## config.mk

```make
export PLATFORM = sky130hd
export DESIGN_NAME = ifu_top
export DESIGN_NICKNAME = d
export VERILOG_FILES = /design/src/rtl/ifu_pkg.sv /design/src/rtl/pc_next.sv /design/src/rtl/fetch_req.sv /design/src/rtl/inst_mem.sv /design/src/rtl/ifu_top.sv
export SDC_FILE = /design/constraint.sdc
export NUM_CORES = 1
export LEC_CHECK = 0
export ABC_AREA = 1
export BUFFER_PORTS_ARGS = -buffer_cell sky130_fd_sc_hd__buf_2
export CORE_MARGIN = 2
export CORE_UTILIZATION = 45
export DETAILED_ROUTE_END_ITERATION = 8
export PLACE_DENSITY = 0.66
export RECOVER_POWER = 100
export SYNTH_ARGS = -nofsm -noshare
export SYNTH_HDL_FRONTEND = slang
export SYNTH_HIERARCHICAL = 1
export SYNTH_SLANG_ARGS = --single-unit
```

## constraint.sdc

```tcl
create_clock -name clk -period 3.75 [get_ports clk]
set_input_delay 0.9375 -clock clk [delete_from_list [all_inputs] [get_ports clk]]
set_output_delay 0.9375 -clock clk [all_outputs]
set_load 0.005 [all_outputs]
```

## src/prog.hex

```
// one 32-bit instruction word per line, word index 0 to 63
00100093
00200113
00300193
00400213
00500293
00600313
00700393
00800413
00900493
00a00513
00b00593
00c00613
00d00693
00e00713
00f00793
01000813
01100893
01200913
01300993
01400a13
01500a93
01600b13
01700b93
01800c13
01900c93
01a00d13
01b00d93
01c00e13
01d00e93
01e00f13
01f00f93
00000013
001080b3
00110133
001181b3
00120233
001282b3
00130333
001383b3
00140433
001484b3
00150533
001585b3
00160633
001686b3
00170733
001787b3
00180833
001888b3
00190933
001989b3
001a0a33
001a8ab3
001b0b33
001b8bb3
001c0c33
001c8cb3
001d0d33
001d8db3
001e0e33
001e8eb3
001f0f33
001f8fb3
00000073
```

## src/rtl/ifu_pkg.sv

```systemverilog
package ifu_pkg;

    // data path and address width
    parameter int XLEN = 64;

    // one fetched instruction, no compressed forms
    parameter int ILEN = 32;

    // instruction memory depth, in 32-bit words
    parameter int MEM_WORDS_LOG2 = 6;
    parameter int MEM_WORDS      = 1 << MEM_WORDS_LOG2;

    // pc, addresses, immediates, register values and the read data bus
    typedef logic [XLEN-1:0] xlen_t;

    // instruction word handed to decode
    typedef logic [ILEN-1:0] inst_t;

endpackage

```

## src/rtl/pc_next.sv

```systemverilog
`timescale 1ns/1ps

module pc_next #(
    parameter ifu_pkg::xlen_t RESET_VEC = 64'h8000_0000
) (
    input  logic           clk,
    input  logic           rst_i,
    input  logic           stall_i,
    input  logic           fetch_done_i,
    input  logic           me_jal_i,
    input  logic           me_jalr_i,
    input  logic           me_branch_i,
    input  logic           trap_i,
    input  ifu_pkg::xlen_t me_pc_i,
    input  ifu_pkg::xlen_t me_imm_i,
    input  ifu_pkg::xlen_t me_r1data_i,
    input  ifu_pkg::xlen_t me_alu_res_i,
    input  ifu_pkg::xlen_t csr_mtvec_i,
    output ifu_pkg::xlen_t cur_pc_o
);
    import ifu_pkg::*;

    xlen_t pc_q;
    xlen_t rel_tgt;
    xlen_t jalr_sum;
    xlen_t jalr_tgt;
    logic  br_taken;

    // jal and taken branches share one target relative to the memory stage pc
    assign rel_tgt = me_pc_i + me_imm_i;

    // compare result of zero means the branch is taken
    assign br_taken = me_branch_i && (me_alu_res_i == '0);

    // jalr target with bit 0 forced low
    assign jalr_sum = me_r1data_i + me_imm_i;
    assign jalr_tgt = {jalr_sum[XLEN-1:1], 1'b0};

    always_ff @(posedge clk) begin
        if (rst_i) begin
            pc_q <= RESET_VEC;
        end else if (me_jal_i || br_taken) begin
            pc_q <= rel_tgt;
        end else if (me_jalr_i) begin
            pc_q <= jalr_tgt;
        end else if (trap_i) begin
            // trap vector from the csr file
            pc_q <= csr_mtvec_i;
        end else if (fetch_done_i && !stall_i) begin
            pc_q <= pc_q + 64'd4;
        end
    end

    assign cur_pc_o = pc_q;

    // the memory stage never presents jal and jalr in the same cycle
    a_jal_jalr_onehot : assert property (
        @(posedge clk) disable iff (rst_i)
        !(me_jal_i && me_jalr_i)
    );

endmodule

```

## src/rtl/fetch_req.sv

```systemverilog
`timescale 1ns/1ps

module fetch_req #(
    parameter ifu_pkg::xlen_t RESET_VEC = 64'h8000_0000
) (
    input  logic           clk,
    input  logic           rst_i,
    input  ifu_pkg::xlen_t cur_pc_i,
    output logic           mem_req_valid_o,
    output ifu_pkg::xlen_t mem_req_addr_o,
    input  logic           mem_req_ready_i,
    input  logic           mem_rsp_valid_i,
    input  ifu_pkg::xlen_t mem_rsp_data_i,
    output logic           mem_rsp_ready_o,
    output logic           fetch_done_o,
    output logic           inst_valid_o,
    output ifu_pkg::inst_t inst_o,
    output ifu_pkg::xlen_t inst_pc_o
);
    import ifu_pkg::*;

    logic  boot_q;
    logic  issue_q;
    logic  hold_q;
    xlen_t addr_q;
    logic  rsp_ready_q;
    logic  rsp_seen;
    logic  rsp_done;
    logic  deliver;
    logic  inst_valid_q;
    inst_t inst_q;
    xlen_t inst_pc_q;

    // first cycle of a request drives cur_pc directly, later cycles the latched copy
    assign mem_req_valid_o = issue_q || hold_q;
    assign mem_req_addr_o  = issue_q ? cur_pc_i : addr_q;

    // response seen for the first time, ready follows next cycle
    assign rsp_seen = mem_rsp_valid_i && !rsp_ready_q;
    assign rsp_done = mem_rsp_valid_i && rsp_ready_q;

    // a redirect may have moved the pc since this request went out
    assign deliver = rsp_seen && (addr_q == cur_pc_i);

    always_ff @(posedge clk) begin
        if (rst_i) begin
            boot_q      <= 1'b1;
            issue_q     <= 1'b0;
            hold_q      <= 1'b0;
            addr_q      <= RESET_VEC;
            rsp_ready_q <= 1'b0;
        end else begin
            boot_q <= 1'b0;
            // one request in flight, the next one starts after completion
            issue_q <= boot_q || rsp_done;
            hold_q  <= mem_req_valid_o && !mem_req_ready_i;
            if (issue_q) begin
                addr_q <= cur_pc_i;
            end
            rsp_ready_q <= rsp_seen;
        end
    end

    always_ff @(posedge clk) begin
        if (rst_i) begin
            inst_valid_q <= 1'b0;
        end else begin
            inst_valid_q <= deliver;
        end
    end

    // payload only moves on a delivery
    always_ff @(posedge clk) begin
        if (deliver) begin
            inst_q    <= mem_rsp_data_i[ILEN-1:0];
            inst_pc_q <= addr_q;
        end
    end

    assign mem_rsp_ready_o = rsp_ready_q;
    assign inst_valid_o    = inst_valid_q;
    assign fetch_done_o    = inst_valid_q;
    assign inst_o          = inst_q;
    assign inst_pc_o       = inst_pc_q;

    // address held until the memory takes it
    a_req_addr_stable : assert property (
        @(posedge clk) disable iff (rst_i)
        mem_req_valid_o && !mem_req_ready_i |=>
            mem_req_valid_o && $stable(mem_req_addr_o)
    );

    // ready pulse only lands on a held response
    a_rsp_ready_with_valid : assert property (
        @(posedge clk) disable iff (rst_i)
        mem_rsp_ready_o |-> mem_rsp_valid_i
    );

endmodule

```

## src/rtl/inst_mem.sv

```systemverilog
`timescale 1ns/1ps

module inst_mem #(
    parameter int unsigned MEM_LATENCY = 2
) (
    input  logic           clk,
    input  logic           rst_i,
    input  logic           req_valid_i,
    input  ifu_pkg::xlen_t req_addr_i,
    output logic           req_ready_o,
    input  logic           rsp_ready_i,
    output logic           rsp_valid_o,
    output ifu_pkg::xlen_t rsp_data_o
);
    import ifu_pkg::*;

    localparam int LAT_W = $clog2(MEM_LATENCY + 1);

    inst_t                     mem [0:MEM_WORDS-1];
    logic  [MEM_WORDS_LOG2-1:0] idx;
    logic                      busy_q;
    logic                      rsp_valid_q;
    logic  [LAT_W-1:0]         cnt_q;
    xlen_t                     rsp_data_q;
    logic                      req_fire;
    logic                      rsp_fire;

    initial begin
        $readmemh("/design/src/prog.hex", mem);
    end

    // word index, wraps at the memory depth
    assign idx = req_addr_i[MEM_WORDS_LOG2+1:2];

    assign req_ready_o = !busy_q;
    assign req_fire    = req_valid_i && req_ready_o;
    assign rsp_fire    = rsp_valid_q && rsp_ready_i;

    always_ff @(posedge clk) begin
        if (rst_i) begin
            busy_q      <= 1'b0;
            rsp_valid_q <= 1'b0;
            cnt_q       <= '0;
        end else if (req_fire) begin
            busy_q      <= 1'b1;
            cnt_q       <= LAT_W'(MEM_LATENCY - 1);
            // single cycle latency answers straight away
            rsp_valid_q <= (MEM_LATENCY == 1);
        end else if (busy_q && !rsp_valid_q) begin
            if (cnt_q == LAT_W'(1)) begin
                rsp_valid_q <= 1'b1;
            end
            cnt_q <= cnt_q - LAT_W'(1);
        end else if (rsp_fire) begin
            busy_q      <= 1'b0;
            rsp_valid_q <= 1'b0;
        end
    end

    // read at accept, upper half of the bus is zero
    always_ff @(posedge clk) begin
        if (req_fire) begin
            rsp_data_q <= {{(XLEN-ILEN){1'b0}}, mem[idx]};
        end
    end

    assign rsp_valid_o = rsp_valid_q;
    assign rsp_data_o  = rsp_data_q;

    // back-pressure holds the response, nothing is dropped
    a_rsp_held : assert property (
        @(posedge clk) disable iff (rst_i)
        rsp_valid_o && !rsp_ready_i |=> rsp_valid_o && $stable(rsp_data_o)
    );

endmodule

```

## src/rtl/ifu_top.sv

```systemverilog
`timescale 1ns/1ps

module ifu_top #(
    parameter ifu_pkg::xlen_t RESET_VEC   = 64'h8000_0000,
    parameter int unsigned    MEM_LATENCY = 2
) (
    input  logic           clk,
    input  logic           rst_i,
    input  logic           pc_stall_i,
    input  logic           me_jal_i,
    input  logic           me_jalr_i,
    input  logic           me_branch_i,
    input  logic           trap_i,
    input  ifu_pkg::xlen_t me_pc_i,
    input  ifu_pkg::xlen_t me_imm_i,
    input  ifu_pkg::xlen_t me_r1data_i,
    input  ifu_pkg::xlen_t me_alu_res_i,
    input  ifu_pkg::xlen_t csr_mtvec_i,
    output logic           inst_valid_o,
    output ifu_pkg::inst_t inst_o,
    output ifu_pkg::xlen_t inst_pc_o
);
    import ifu_pkg::*;

    xlen_t cur_pc;
    logic  fetch_done;

    // memory request and response channels
    logic  mem_req_valid;
    xlen_t mem_req_addr;
    logic  mem_req_ready;
    logic  mem_rsp_valid;
    xlen_t mem_rsp_data;
    logic  mem_rsp_ready;

    pc_next #(
        .RESET_VEC (RESET_VEC)
    ) u_pc_next (
        .clk          (clk),
        .rst_i        (rst_i),
        .stall_i      (pc_stall_i),
        .fetch_done_i (fetch_done),
        .me_jal_i     (me_jal_i),
        .me_jalr_i    (me_jalr_i),
        .me_branch_i  (me_branch_i),
        .trap_i       (trap_i),
        .me_pc_i      (me_pc_i),
        .me_imm_i     (me_imm_i),
        .me_r1data_i  (me_r1data_i),
        .me_alu_res_i (me_alu_res_i),
        .csr_mtvec_i  (csr_mtvec_i),
        .cur_pc_o     (cur_pc)
    );

    fetch_req #(
        .RESET_VEC (RESET_VEC)
    ) u_fetch_req (
        .clk             (clk),
        .rst_i           (rst_i),
        .cur_pc_i        (cur_pc),
        .mem_req_valid_o (mem_req_valid),
        .mem_req_addr_o  (mem_req_addr),
        .mem_req_ready_i (mem_req_ready),
        .mem_rsp_valid_i (mem_rsp_valid),
        .mem_rsp_data_i  (mem_rsp_data),
        .mem_rsp_ready_o (mem_rsp_ready),
        .fetch_done_o    (fetch_done),
        .inst_valid_o    (inst_valid_o),
        .inst_o          (inst_o),
        .inst_pc_o       (inst_pc_o)
    );

    inst_mem #(
        .MEM_LATENCY (MEM_LATENCY)
    ) u_inst_mem (
        .clk         (clk),
        .rst_i       (rst_i),
        .req_valid_i (mem_req_valid),
        .req_addr_i  (mem_req_addr),
        .req_ready_o (mem_req_ready),
        .rsp_ready_i (mem_rsp_ready),
        .rsp_valid_o (mem_rsp_valid),
        .rsp_data_o  (mem_rsp_data)
    );

endmodule

```

==> flow_summary.ini <==
[critical_path]
crit_path_start_kind = flip-flop
cp_cell_sequence = ha_1, nand3_2, clkinvlp_2, nand2_1, nor3b_1, nand3_1, nand2_1, nand3_1, o211ai_1, nand2_1, nand2_1, nand3_1, nand2_1, inv_1
crit_slowest_cell = nor3b_1
worstPathRequired_ns = 4.18
crit_top_cell = nand2_1
slowest_delay_ns = 0.93
cp_num_buf_inv = 2
end_kind = flip-flop
cp_max_fo = 9
cp_top_family = simple AND/OR/NAND/NOR gates
cp.arrival_ns = 3.96
path_class = reg2reg

[route]
dr_total_vias = 28297
wire_per_inst_um = 20.81
firstDrtPassIters = 6
wl_um = 108300
ant_nets = 0
drt_iter0_markers = 3242
via_per_inst = 5.438
drc = 0

[die]
row_count = 83
io_pins = 424
die_h_um = 232.4
core_um2 = 51410
die_w_um = 232.4
dieArea_um2 = 54000
initial_utilization_pct = 45.66

[cts]
clock-sinks = 233
cts_tree = yes
cts_buffer_depth = 3
cts-root-buf = clkbuf_16
cts_resized = 0
numCtsBuffers = 23
clock_latency_ns = 0.55
cts.reportedPaths.clkPinSlew_ns = 0.07
h-tree-depth = 1
postCtsSetupBuffers = 0
hold_buffers = 0

[global_routing]
grt-ovfl-total = 0
antenna_found_initial = 2
grt_use_total_pct = 39.15
grt_max_degree = 94
grt_pass1_wl_um = 157700
grt_pass1_vias = 26164

[sta]
hold_viol = 0
fin_crit_ns = 3.527
finalSetupTns_ns = 0
slew_violations = 74
clock.fmax_mhz = 283.5
tightest_slew_ns = 1.613
rsz0062_at_grt = false
skew_ns = 0.02772
max_slew_margin_pct = -7.501
setup_violations = 0
fin_crit_sh_pct = 94.06

[layout]
fin_cells = 5204
fill_cells = 5622
layout-drive-gt1-share_pct = 10.46
fin_nets = 4963
stdcell_area_um2 = 26970
syn2layout_area_growth_pct = 14.93

[place]
numPortBuffers = 423
dpl.cell_count = 5162
dpl.hpwl_um = 91150
routabilityCongestion = 1.056
placed_cell_area_um2 = 26370

[status]
status = finished with violations
violations = capacitance limit, slew limit

[power]
leakage_nw = 13.43
fin_total_pwr_mw = 8.438
power.density_nw_per_um2 = 312.8
peakVddDrop_uv = 267.0

[synthesis]
synth_warnings = 6
synth.avg_cell_area_um2 = 5.733
synth_cells = 4094
syn_area_um2 = 23470

[flow_run]
maxCapViolations = 1

[hold_path]
holdCritPathClass = reg2reg
[cells in the final DEF (no fill, tap or decap), types with 32 or more instances in the layout]
| cell | instances |
|---|---|
| buf_4 | 34 |
| buf_2 | 356 |
| clkbuf_1 | 72 |
| edfxtp_1 | 96 |
| nor2_1 | 486 |
| conb_1 | 32 |
| a21oi_1 | 312 |
| o21ai_0 | 182 |
| dfxtp_1 | 136 |
| inv_1 | 642 |
| nand2_1 | 1414 |
| xor2_1 | 38 |
| nand3_1 | 243 |
| nor3_1 | 55 |
| ha_1 | 127 |
| nand4_1 | 51 |
[layer usage]
layer	routed length, um	global-route usage [%]
met1	44570	51.24
met2	47980	63.24
met3	9480	5.147
met4	6269	19.57
met5	14	0
[worst paths after layout]
kind | startpoint | end | slack [ns] | cells after the start
hold / removal | u_fetch_req/boot_q | u_fetch_req/issue_q | 0.45 | 2
setup reg to reg | u_pc_next/cur_pc_o[2] | u_pc_next/cur_pc_o[58] | 0.22 | 14
setup / recovery | u_pc_next/cur_pc_o[2] | u_pc_next/cur_pc_o[58] | 0.22 | 14
hold reg to reg | u_fetch_req/boot_q | u_fetch_req/issue_q | 0.45 | 2
[through the flow]
step	setup slack, ns	utilization [%]	hold slack (ns)
after floorplan	0.3862	-	0.4130
after detailed placement	0.2709	51.30	0.4236
after global placement	0.2113	51.30	0.4266
final	0.2227	52.47	0.4464
after CTS	0.7616	52.76	0.4440
after global routing	0.2438	52.47	0.4712
[area by class of cell]
| type | count | area, um2 | area share (%) |
|---|---|---|---|
| clock buffers | 27 | 600.6 | 2.226 |
| diodes | 1 | 2.502 | 0.009277 |
| flip-flops and latches | 233 | 5627 | 20.86 |
| clock inverters | 14 | 147.6 | 0.5473 |
| multi-input cells | 3132 | 14890 | 55.22 |
| well taps | 680 | 850.8 | 3.154 |
| inverters | 651 | 2447 | 9.073 |
| repair buffers | 466 | 2405 | 8.915 |
[sequential cells by signal, summed over array words and instances (netlist names), 2 cells and up]
register	count
u_fetch_req/inst_o	32
u_fetch_req/inst_pc_o	64
u_pc_next/cur_pc_o	64
u_inst_mem/cnt_q	2
u_fetch_req/addr_q	64
[worst register-to-register path, delay by kind of cell (launching register included)]
| kind | cells | cell delay (ns) |
|---|---|---|
| adder cells (fa/ha/maj) | 1 | 0.33 |
| flip-flops | 1 | 0.70 |
| AND/OR/NAND/NOR | 10 | 1.92 |
| AO/OA/AOI/OAI | 1 | 0.11 |
| buffers and inverters | 2 | 0.36 |
[where the power goes]
part / switching (mW) / internal (mW)
clock: 1.06 / 1.30
sequential: 0.250 / 2.74
combinational: 2.11 / 0.973
total: 3.42 / 5.02
No activity file was read; power rests on OpenSTA's default activity.
